### config.mk
export PLATFORM = sky130hd
export DESIGN_NAME = fetch_top
export DESIGN_NICKNAME = d
export VERILOG_FILES = /design/src/hdl/fetch_pkg.sv /design/src/hdl/isa_pkg.sv /design/src/hdl/branch_predictor.sv /design/src/hdl/btb.sv /design/src/hdl/fetch.sv /design/src/hdl/fetch_top.sv /design/src/hdl/icache.sv /design/src/hdl/inst_buffer.sv
export VERILOG_INCLUDE_DIRS = /design/src /design/src/hdl
export SDC_FILE = /design/constraint.sdc
export NUM_CORES = 2
export LEC_CHECK = 0
export BUFFER_PORTS_ARGS = -buffer_cell sky130_fd_sc_hd__clkbuf_2
export CAP_MARGIN = 20
export CORE_MARGIN = 1.5
export CORE_UTILIZATION = 55
export CTS_BUF_LIST = sky130_fd_sc_hd__clkbuf_8
export CTS_CLUSTER_DIAMETER = 50
export CTS_CLUSTER_SIZE = 20
export DETAILED_ROUTE_END_ITERATION = 7
export PLACE_DENSITY_LB_ADDON = 0.25
export SETUP_SLACK_MARGIN = 0.05
export SLEW_MARGIN = 15
export SYNTH_ARGS = -nofsm -noshare
export SYNTH_HDL_FRONTEND = slang
export SYNTH_SLANG_ARGS = --single-unit
### constraint.sdc
create_clock -name clock -period 10.5 [get_ports clock]
set_clock_uncertainty 0.05 [all_clocks]
set_input_delay 1.05 -clock clock [delete_from_list [all_inputs] [get_ports clock]]
set_output_delay 1.05 -clock clock [all_outputs]
set_load 0.05 [all_outputs]
### src/hdl/fetch_consts.svh
`ifndef FETCH_CONSTS_SVH
`define FETCH_CONSTS_SVH

// lanes fetched per cycle, consecutive words
`define FETCH_WIDTH 2

// instruction buffer entries, power of two so pointers wrap by themselves
`define IBUF_DEPTH 8

// bimodal predictor, indexed by pc[5:2]
`define BP_ENTRIES 16

// branch target buffer, indexed by pc[4:2], full pc kept as tag
`define BTB_ENTRIES 8

// direct-mapped icache with one word per line, indexed by pc[5:2]
`define ICACHE_LINES 16

`endif

### src/hdl/fetch_pkg.sv
`include "fetch_consts.svh"

package fetch_pkg;

    typedef logic [$clog2(`FETCH_WIDTH+1)-1:0] lane_count_t;  // 0 .. FETCH_WIDTH

    typedef logic [1:0] ctr_t;                                // saturating counter
    localparam ctr_t ctr_weak_not_taken = 2'd1;               // reset value
    localparam ctr_t ctr_weak_taken     = 2'd2;               // predict taken at or above

    typedef logic [$clog2(`BP_ENTRIES)-1:0]   bp_idx_t;
    typedef logic [$clog2(`BTB_ENTRIES)-1:0]  btb_idx_t;
    typedef logic [$clog2(`ICACHE_LINES)-1:0] line_idx_t;
    typedef logic [$clog2(`IBUF_DEPTH)-1:0]   ibuf_ptr_t;
    typedef logic [$clog2(`IBUF_DEPTH+1)-1:0] ibuf_count_t;  // 0 .. IBUF_DEPTH

    typedef enum logic [1:0] {fill_idle, fill_req, fill_wait_drop} fill_state_t;

    typedef enum logic [1:0] {drain_idle, drain_req, drain_wait_drop} drain_state_t;

endpackage

### src/hdl/isa_pkg.sv
package isa_pkg;

    // byte address, always word aligned in this front end
    typedef logic [31:0] addr_t;

    // raw 32-bit instruction word
    typedef logic [31:0] inst_t;

    // major opcode, inst[6:0]
    typedef logic [6:0] opcode_t;

    // control-transfer opcodes, rv32i encodings
    localparam opcode_t op_branch = 7'b1100011;  // beq, bne, blt ...
    localparam opcode_t op_jal    = 7'b1101111;  // pc-relative jump
    localparam opcode_t op_jalr   = 7'b1100111;  // register-indirect jump

    // other opcodes are never looked at by fetch
    //   everything that is not one of the three above
    //   flows through as a plain sequential instruction

endpackage

### src/hdl/branch_predictor.sv
`include "fetch_consts.svh"

module branch_predictor (
    input  logic                                 clock,
    input  logic                                 reset,
    input  isa_pkg::addr_t [`FETCH_WIDTH-1:0]    pcs,
    output logic           [`FETCH_WIDTH-1:0]    pred_taken,
    // training from branch resolution
    input  logic                                 update_valid,
    input  isa_pkg::addr_t                       update_pc,
    input  logic                                 update_taken
);
    import fetch_pkg::*;

    ctr_t    ctr_table [`BP_ENTRIES];
    bp_idx_t upd_idx;
    ctr_t    upd_ctr;                        // counter being trained

    always_comb begin
        for (int i = 0; i < `FETCH_WIDTH; i++) begin
            pred_taken[i] = (ctr_table[bp_idx_t'(pcs[i] >> 2)] >= ctr_weak_taken);
        end
    end

    assign upd_idx = bp_idx_t'(update_pc >> 2);
    assign upd_ctr = ctr_table[upd_idx];

    always_ff @(posedge clock) begin
        if (reset) begin
            for (int e = 0; e < `BP_ENTRIES; e++) begin
                ctr_table[e] <= ctr_weak_not_taken;
            end
        end else if (update_valid) begin
            if (update_taken && (upd_ctr != 2'd3)) begin
                ctr_table[upd_idx] <= upd_ctr + 2'd1;  // saturates at 3
            end else if (!update_taken && (upd_ctr != 2'd0)) begin
                ctr_table[upd_idx] <= upd_ctr - 2'd1;  // saturates at 0
            end
        end
    end

endmodule

### src/hdl/btb.sv
`include "fetch_consts.svh"

module btb (
    input  logic                                 clock,
    input  logic                                 reset,
    input  isa_pkg::addr_t [`FETCH_WIDTH-1:0]    pcs,
    output logic           [`FETCH_WIDTH-1:0]    btb_hit,
    output isa_pkg::addr_t [`FETCH_WIDTH-1:0]    btb_target,
    // only taken updates allocate
    input  logic                                 update_valid,
    input  isa_pkg::addr_t                       update_pc,
    input  logic                                 update_taken,
    input  isa_pkg::addr_t                       update_target
);
    import isa_pkg::*;
    import fetch_pkg::*;

    logic     entry_valid  [`BTB_ENTRIES];
    addr_t    entry_tag    [`BTB_ENTRIES];   // full pc, no aliasing
    addr_t    entry_target [`BTB_ENTRIES];
    btb_idx_t lane_idx     [`FETCH_WIDTH];
    btb_idx_t upd_idx;
    logic     upd_write;

    always_comb begin
        for (int i = 0; i < `FETCH_WIDTH; i++) begin
            lane_idx[i]   = btb_idx_t'(pcs[i] >> 2);
            btb_hit[i]    = entry_valid[lane_idx[i]] && (entry_tag[lane_idx[i]] == pcs[i]);
            btb_target[i] = entry_target[lane_idx[i]];
        end
    end

    assign upd_idx   = btb_idx_t'(update_pc >> 2);
    assign upd_write = update_valid && update_taken;

    always_ff @(posedge clock) begin
        if (reset) begin
            for (int e = 0; e < `BTB_ENTRIES; e++) begin
                entry_valid[e] <= 1'b0;
            end
        end else if (upd_write) begin
            entry_valid[upd_idx] <= 1'b1;
        end
    end

    always_ff @(posedge clock) begin
        if (upd_write) begin
            entry_tag[upd_idx]    <= update_pc;
            entry_target[upd_idx] <= update_target;  // last taken target wins
        end
    end

endmodule

### src/hdl/fetch.sv
`include "fetch_consts.svh"

module fetch (
    input  logic                                 clock,
    input  logic                                 reset,
    // lane addresses out to icache, predictor and btb
    output isa_pkg::addr_t [`FETCH_WIDTH-1:0]    pcs,
    input  logic           [`FETCH_WIDTH-1:0]    pcs_hit,
    input  isa_pkg::inst_t [`FETCH_WIDTH-1:0]    pcs_inst,
    input  logic           [`FETCH_WIDTH-1:0]    pred_taken,
    input  logic           [`FETCH_WIDTH-1:0]    btb_hit,
    input  isa_pkg::addr_t [`FETCH_WIDTH-1:0]    btb_target,
    // redirect from the branch stack
    input  logic                                 restore,
    input  isa_pkg::addr_t                       restore_pc,
    // buffer handshake, room in and lanes out
    input  fetch_pkg::lane_count_t               slots,
    output fetch_pkg::lane_count_t               write_count,
    output isa_pkg::addr_t [`FETCH_WIDTH-1:0]    wr_pc,
    output isa_pkg::inst_t [`FETCH_WIDTH-1:0]    wr_inst,
    output logic           [`FETCH_WIDTH-1:0]    wr_taken,
    output isa_pkg::addr_t [`FETCH_WIDTH-1:0]    wr_target
);
    import isa_pkg::*;
    import fetch_pkg::*;

    addr_t pc_q;                             // pc of lane 0
    addr_t pc_next;
    logic  group_done;                       // set once a lane stops the group
    logic  [`FETCH_WIDTH-1:0] lane_cti;      // branch, jal or jalr
    opcode_t lane_op [`FETCH_WIDTH];

    always_comb begin
        for (int i = 0; i < `FETCH_WIDTH; i++) begin
            pcs[i] = pc_q + addr_t'(4 * i);  // consecutive words
        end
    end

    // lane rule and next pc in one pass, lane 0 upward
    always_comb begin
        pc_next     = pc_q;                  // hold when nothing is written
        write_count = '0;
        group_done  = restore;               // restore cycle writes no lanes
        for (int i = 0; i < `FETCH_WIDTH; i++) begin
            lane_op[i]   = opcode_t'(pcs_inst[i][6:0]);
            lane_cti[i]  = (lane_op[i] == op_branch) || (lane_op[i] == op_jal)
                        || (lane_op[i] == op_jalr);
            wr_pc[i]     = pcs[i];
            wr_inst[i]   = pcs_inst[i];
            wr_taken[i]  = 1'b0;
            wr_target[i] = pcs[i] + addr_t'(4);  // fall through by default
            if (!group_done && (i < int'(slots)) && pcs_hit[i]) begin
                write_count = lane_count_t'(i + 1);
                if (lane_cti[i] && pred_taken[i] && btb_hit[i]) begin
                    wr_taken[i]  = 1'b1;
                    wr_target[i] = btb_target[i];
                    group_done   = 1'b1;     // nothing after a taken branch
                end
                pc_next = wr_target[i];      // last written lane decides
            end else begin
                group_done = 1'b1;           // miss or no room, stop in order
            end
        end
    end

    always_ff @(posedge clock) begin
        if (reset) begin
            pc_q <= '0;                      // program starts at 0
        end else if (restore) begin
            pc_q <= restore_pc;
        end else begin
            pc_q <= pc_next;
        end
    end

endmodule

### src/hdl/fetch_top.sv
`include "fetch_consts.svh"

module fetch_top (
    input  logic           clock,
    input  logic           reset,
    // branch stack redirect
    input  logic           restore,
    input  isa_pkg::addr_t restore_pc,
    // instruction memory refill
    output logic           mem_req,
    output isa_pkg::addr_t mem_addr,
    input  logic           mem_ack,
    input  isa_pkg::inst_t mem_data,
    // buffer drain to decode
    output logic           out_req,
    input  logic           out_ack,
    output isa_pkg::addr_t out_pc,
    output isa_pkg::inst_t out_inst,
    output logic           out_taken,
    output isa_pkg::addr_t out_target,
    // predictor and btb training
    input  logic           update_valid,
    input  isa_pkg::addr_t update_pc,
    input  logic           update_taken,
    input  isa_pkg::addr_t update_target
);
    import isa_pkg::*;
    import fetch_pkg::*;

    addr_t [`FETCH_WIDTH-1:0] pcs;           // shared lookup address per lane
    logic  [`FETCH_WIDTH-1:0] hit;
    inst_t [`FETCH_WIDTH-1:0] inst;
    logic  [`FETCH_WIDTH-1:0] pred_taken;
    logic  [`FETCH_WIDTH-1:0] btb_hit;
    addr_t [`FETCH_WIDTH-1:0] btb_target;
    lane_count_t              slots;
    lane_count_t              write_count;
    addr_t [`FETCH_WIDTH-1:0] wr_pc;
    inst_t [`FETCH_WIDTH-1:0] wr_inst;
    logic  [`FETCH_WIDTH-1:0] wr_taken;
    addr_t [`FETCH_WIDTH-1:0] wr_target;

    fetch fetch_i (
        .clock, .reset, .pcs, .pcs_hit(hit), .pcs_inst(inst), .pred_taken, .btb_hit,
        .btb_target, .restore, .restore_pc, .slots, .write_count, .wr_pc, .wr_inst,
        .wr_taken, .wr_target
    );

    icache icache_i (
        .clock, .reset, .pcs, .hit, .inst, .mem_req, .mem_addr, .mem_ack, .mem_data
    );

    branch_predictor bp_i (
        .clock, .reset, .pcs, .pred_taken, .update_valid, .update_pc, .update_taken
    );

    btb btb_i (
        .clock, .reset, .pcs, .btb_hit, .btb_target, .update_valid, .update_pc,
        .update_taken, .update_target
    );

    // restore doubles as the buffer flush
    inst_buffer ibuf_i (
        .clock, .reset, .flush(restore), .slots, .write_count, .wr_pc, .wr_inst, .wr_taken,
        .wr_target, .out_req, .out_ack, .out_pc, .out_inst, .out_taken, .out_target
    );

endmodule

### src/hdl/icache.sv
`include "fetch_consts.svh"

module icache (
    input  logic                                 clock,
    input  logic                                 reset,
    input  isa_pkg::addr_t [`FETCH_WIDTH-1:0]    pcs,       // one lookup per lane
    output logic           [`FETCH_WIDTH-1:0]    hit,
    output isa_pkg::inst_t [`FETCH_WIDTH-1:0]    inst,
    // refill port, four-phase req/ack
    output logic                                 mem_req,
    output isa_pkg::addr_t                       mem_addr,
    input  logic                                 mem_ack,
    input  isa_pkg::inst_t                       mem_data
);
    import isa_pkg::*;
    import fetch_pkg::*;

    localparam int tag_lsb  = $bits(line_idx_t) + 2;     // above index and byte offset
    localparam int tag_bits = $bits(addr_t) - tag_lsb;

    logic                line_valid [`ICACHE_LINES];
    logic [tag_bits-1:0] line_tag   [`ICACHE_LINES];
    inst_t               line_data  [`ICACHE_LINES];

    line_idx_t   lane_idx [`FETCH_WIDTH];
    logic        miss_found;                 // some lane missed this cycle
    addr_t       miss_addr;                  // lowest missing lane
    fill_state_t fill_state;
    addr_t       fill_addr;
    line_idx_t   fill_idx;
    logic        fill_done;

    // lookups
    always_comb begin
        for (int i = 0; i < `FETCH_WIDTH; i++) begin
            lane_idx[i] = line_idx_t'(pcs[i] >> 2);
            hit[i]      = line_valid[lane_idx[i]]
                       && (line_tag[lane_idx[i]] == pcs[i][$bits(addr_t)-1:tag_lsb]);
            inst[i]     = line_data[lane_idx[i]];
        end
    end

    always_comb begin
        miss_found = 1'b0;
        miss_addr  = pcs[0];
        for (int i = 0; i < `FETCH_WIDTH; i++) begin
            if (!hit[i] && !miss_found) begin
                miss_found = 1'b1;
                miss_addr  = pcs[i];
            end
        end
    end

    assign fill_idx  = line_idx_t'(fill_addr >> 2);
    assign fill_done = (fill_state == fill_req) && mem_ack;  // data valid with ack
    assign mem_req   = (fill_state == fill_req);
    assign mem_addr  = fill_addr;

    always_ff @(posedge clock) begin
        if (reset) begin
            fill_state <= fill_idle;
        end else begin
            case (fill_state)
                fill_idle:      if (miss_found) fill_state <= fill_req;
                fill_req:       if (mem_ack) fill_state <= fill_wait_drop;
                fill_wait_drop: if (!mem_ack) fill_state <= fill_idle;  // phase 4 done
                default:        fill_state <= fill_idle;
            endcase
        end
    end

    // address is held for the whole request
    always_ff @(posedge clock) begin
        if ((fill_state == fill_idle) && miss_found) begin
            fill_addr <= miss_addr;
        end
    end

    always_ff @(posedge clock) begin
        if (reset) begin
            for (int l = 0; l < `ICACHE_LINES; l++) begin
                line_valid[l] <= 1'b0;
            end
        end else if (fill_done) begin
            line_valid[fill_idx] <= 1'b1;
        end
    end

    always_ff @(posedge clock) begin
        if (fill_done) begin
            line_tag[fill_idx]  <= fill_addr[$bits(addr_t)-1:tag_lsb];
            line_data[fill_idx] <= mem_data;
        end
    end

endmodule

### src/hdl/inst_buffer.sv
`include "fetch_consts.svh"

module inst_buffer (
    input  logic                                 clock,
    input  logic                                 reset,
    input  logic                                 flush,       // restore empties everything
    // write side, from fetch
    output fetch_pkg::lane_count_t               slots,
    input  fetch_pkg::lane_count_t               write_count,
    input  isa_pkg::addr_t [`FETCH_WIDTH-1:0]    wr_pc,
    input  isa_pkg::inst_t [`FETCH_WIDTH-1:0]    wr_inst,
    input  logic           [`FETCH_WIDTH-1:0]    wr_taken,
    input  isa_pkg::addr_t [`FETCH_WIDTH-1:0]    wr_target,
    // drain side, four-phase req/ack
    output logic                                 out_req,
    input  logic                                 out_ack,
    output isa_pkg::addr_t                       out_pc,
    output isa_pkg::inst_t                       out_inst,
    output logic                                 out_taken,
    output isa_pkg::addr_t                       out_target
);
    import isa_pkg::*;
    import fetch_pkg::*;

    addr_t pc_mem     [`IBUF_DEPTH];
    inst_t inst_mem   [`IBUF_DEPTH];
    logic  taken_mem  [`IBUF_DEPTH];
    addr_t target_mem [`IBUF_DEPTH];

    ibuf_ptr_t    head;
    ibuf_ptr_t    tail;
    ibuf_count_t  count;
    ibuf_count_t  free_cnt;
    ibuf_ptr_t    wr_ptr [`FETCH_WIDTH];
    drain_state_t drain_state;
    logic         pop;

    assign free_cnt = ibuf_count_t'(`IBUF_DEPTH) - count;
    assign slots    = (int'(free_cnt) >= `FETCH_WIDTH) ? lane_count_t'(`FETCH_WIDTH)
                                                       : lane_count_t'(free_cnt);
    assign pop      = (drain_state == drain_req) && out_ack;  // phase 3

    always_comb begin
        for (int i = 0; i < `FETCH_WIDTH; i++) begin
            wr_ptr[i] = tail + ibuf_ptr_t'(i);     // wraps at depth
        end
    end

    always_ff @(posedge clock) begin
        for (int i = 0; i < `FETCH_WIDTH; i++) begin
            if (i < int'(write_count)) begin
                pc_mem[wr_ptr[i]]     <= wr_pc[i];
                inst_mem[wr_ptr[i]]   <= wr_inst[i];
                taken_mem[wr_ptr[i]]  <= wr_taken[i];
                target_mem[wr_ptr[i]] <= wr_target[i];
            end
        end
    end

    // pointers, count and drain fsm
    always_ff @(posedge clock) begin
        if (reset || flush) begin
            head        <= '0;
            tail        <= '0;
            count       <= '0;
            drain_state <= drain_idle;               // waits in idle for ack to fall
        end else begin
            tail  <= tail + ibuf_ptr_t'(write_count);
            head  <= head + ibuf_ptr_t'(pop);
            count <= count + ibuf_count_t'(write_count) - ibuf_count_t'(pop);
            case (drain_state)
                drain_idle:      if ((count != '0) && !out_ack) drain_state <= drain_req;
                drain_req:       if (out_ack) drain_state <= drain_wait_drop;
                drain_wait_drop: if (!out_ack) drain_state <= drain_idle;
                default:         drain_state <= drain_idle;
            endcase
        end
    end

    assign out_req    = (drain_state == drain_req);
    assign out_pc     = pc_mem[head];                // head entry, stable while req is up
    assign out_inst   = inst_mem[head];
    assign out_taken  = taken_mem[head];
    assign out_target = target_mem[head];

endmodule

==> flow_summary.json <==
{
  "clk_pin_slew_worst_paths_ps": 110,
  "wl_met2_um": 167000,
  "cts_buffers": 219,
  "worst_pin_slew_ps": 1200,
  "die_w_um": 464,
  "grt_pass1_wl_um": 530000,
  "io_pins": 266,
  "io_buffers": 265,
  "syn_nets": 7081,
  "multiInputGateArea_um2": 44400,
  "ys.flop_type": "edfxtp_1",
  "worstPathArrival_ps": 8820,
  "synth.avg_cell_area_um2": 16.9,
  "final_hold_viol_count": 0,
  "pre_cts_slack_ps": 2640,
  "fin_nets": 7242,
  "start_util_pct": 55.5,
  "final.min_clock_period_ps": 8200,
  "cts_sinks": 2354,
  "clock_path_buffers": 3,
  "routed_wl_um": 378000,
  "required_ps": 11120,
  "grt_max_degree": 120,
  "stdcell_count": 10100,
  "pwr-share-clk_pct": 32.2,
  "drt_iter0_markers": 12100,
  "layout_common_cells": "edfxtp_1 (2280), mux4_2 (874), mux2i_1 (536), mux2_2 (453), nand2_1 (285)",
  "postRouteAntennaNets": 0,
  "slew_viol_final": 0,
  "synth_top_cell_area_share_pct": 58.6,
  "switchingPower_mw": 5.51,
  "drtPass1Iterations": 8,
  "cpMaxStageDelayCell": "ha_1",
  "hold_class": "in -> reg",
  "finalCritPeriodShare_pct": 78.1,
  "p_leak_nw": 40.3,
  "fmax_mhz": 122,
  "path_max_fanout": 115,
  "grt_usage_pct": 34.8,
  "post_cts_resized": 0,
  "dp.cells": 9665,
  "switching_share_pct": 28.1,
  "start_kind": "flop",
  "antenna_found_initial": 64,
  "final_common_cell": "edfxtp_1",
  "wl_met3_um": 52400,
  "finalWorstSetupSlack_ps": 2300,
  "wl_met1_um": 140000,
  "synthToLayoutAreaGrowth_pct": 8.49,
  "ys_async_sr_fraction_pct": 0,
  "register_area_um2": 70000,
  "worstSetupPathType": "reg -> reg",
  "grt_remaining_overflow": 0,
  "num_vias": 72800,
  "die_h_um": 464,
  "setup_viol": 0,
  "outcome": "complete, but fails checks",
  "gp_congestion": 0.993,
  "grt_pass1_vias": 70400,
  "ys_warn_count": 0,
  "cap_violations": 0,
  "max_stage_delay_ps": 880,
  "p_seq_share_pct": 54.1,
  "wl_per_cell_um": 37.3,
  "final_area_um2": 127000,
  "cts_root_buf": "clkbuf_8",
  "rsz0062_at_grt": "no",
  "syn_inst": 6931,
  "synth.largest_area_cell": "edfxtp_1",
  "postCtsHoldBufs": 0,
  "cpMostUsedCell": "buf_4",
  "placed_area_um2": 121000,
  "cp-end-kind": "flop",
  "cts_tree": "built",
  "ys_seq_area_share_pct": 59.9,
  "max-slew-margin-rel_pct": 17.4,
  "synth_edf_count": 2280,
  "clkLatencyLatePin_ps": 1090,
  "violations": "DRC",
  "dr.max_layer_used": "met5",
  "design.core.area_um2": 210000,
  "ir_worst_vdd_uv": 196,
  "via_per_inst": 7.19,
  "ys_ff_latch": 2354,
  "cts_setup_buffers": 0,
  "fill_cells": 15300,
  "synth_cell_types": 94,
  "crit_chain": "ha_1, xor2_4, buf_4, mux2i_1, a221oi_1, a22oi_1, xor2_1, nor4bb_1, nand4_1, or4_2, inv_8, nand2_1, o21ai_4, buf_4",
  "synthTopCellsByArea": "edfxtp_1 (59%), mux4_2 (17%), mux2i_1 (4.7%)",
  "p_comb_share_pct": 13.7,
  "cts_max_level": 4,
  "dp_hpwl_um": 239000,
  "drc": 2,
  "die_area_um2": 215000,
  "power.density_nw_per_um2": 155,
  "synth_area_um2": 117000,
  "cell_internal_pwr_mw": 14.1,
  "drive_gt1_share_pct": 32.6,
  "core.rowCount": 168
}
==> worst max-delay path: cells and delay by family, from the launching register on <==
kind            cells  cell delay [ps]
buf+inv             3             1760
simple gates        4             1740
compound gates      3             1100
xor+xnor            2             1070
fa+ha+maj           1              880
flops               1              710
mux                 1              250
==> layer usage <==
layer  global-route usage, %  up-vias
li1                        -    28700
met2                    50.2     5405
met4                    15.7       32
met1                    48.8    37700
met3                    10.4      963
met5                   0.490        -
==> power groups by stage <==
stage	sequential (mW)	combinational [mW]	clock, mW
floorplan	10.8	1.65	0
global placement	10.8	2.55	0
detailed placement	10.8	2.59	0
CTS	10.6	2.60	6.38
global route	10.6	2.77	6.70
finish	10.6	2.69	6.33
==> Yosys cell counts, drive strengths merged, types with 7 or more instances <==
cell and n:
dfxtp 74, a32oi 40, a31oi 35, nor2b 20, a211oi 16, a211o 10, a22o 21, o31ai 8
mux4 874, clkbuf 265, nand3 283, edfxtp 2280, a221oi 26, inv 32, buf 304, and2 22
or2 9, nor4 54, nand4 46, nand2 289, a21o 8, nand2b 23, nor3b 17, or4 8
nor2 166, nand4b 7, or3 23, ha 13, o211a 25, mux2 467, o22ai 39, o21ai 119
xor2 93, xnor2 268, mux2i 558, a21oi 49, and3 78, nor3 60, a22oi 79, nand3b 17
a21boi 7, and4 11, o211ai 10
==> worst paths after layout <==
check	startpoint	end	slack [ps]	depth (start not counted)
max	fetch_i.pc_q[2]$_SDFFE_PP0N_	ibuf_i.inst_mem[3][13]$_DFFE_PP_	2300	14
min	update_target[1]	btb_i.entry_target[7][1]$_DFFE_PP_	180	1
max reg2reg	fetch_i.pc_q[2]$_SDFFE_PP0N_	ibuf_i.inst_mem[3][13]$_DFFE_PP_	2300	14
min reg2reg	ibuf_i.drain_state[1]$_SDFFE_PP0P_	ibuf_i.drain_state[0]$_SDFFE_PP0P_	430	1
==> stage by stage <==
stage / util (%) / total power, mW / hold WS, ps / setup TNS [ps]
2_1_floorplan: - / 12.4 / 391 / -287850
3_3_place_gp: 57.6 / 13.4 / 401 / 0
3_5_place_dp: 57.7 / 13.4 / 412 / 0
4_1_cts: 60.1 / 19.6 / 83.9 / 0
5_1_grt: 60.2 / 20.1 / 151 / 0
6_report: 60.2 / 19.6 / 178 / 0
==> flip-flops by register name (all words and copies together) (netlist names), named ones only <==
| name | count |
|---|---|
| icache_i.line_data | 512 |
| icache_i.line_tag | 416 |
| btb_i.entry_tag | 256 |
| btb_i.entry_target | 256 |
| ibuf_i.inst_mem | 256 |
| ibuf_i.pc_mem | 256 |
| ibuf_i.target_mem | 256 |
| bp_i.ctr_table | 32 |
| fetch_i.pc_q | 32 |
| icache_i.mem_addr | 32 |
| icache_i.line_valid | 16 |
| btb_i.entry_valid | 8 |
| ibuf_i.taken_mem | 8 |
| ibuf_i.count | 4 |
| ibuf_i.head | 3 |
| ibuf_i.tail | 3 |
| ibuf_i.drain_state | 2 |
| icache_i.fill_state | 2 |
==> cell families after synthesis <==
family,Yosys count,synth area share [%]
multiplexers,1899,26.2
buffers and inverters,606,2.60
AND/OR/NAND/NOR,1151,5.05
flip-flops,2354,59.9
AO/OA/AOI/OAI,543,3.28
XOR/XNOR,363,2.78
adder cells (fa/ha/maj),15,0.173
==> layout make-up <==
type | count | share of cell area [%]
multi-input cells | 3971 | 35.1
flip-flops and latches | 2354 | 55.2
clock buffers | 221 | 2.40
well taps | 2805 | 2.77
clock inverters | 194 | 1.67
diodes | 42 | 0.0829
inverters | 37 | 0.115
repair buffers | 509 | 2.69
No activity file was read; power rests on OpenSTA's default activity.
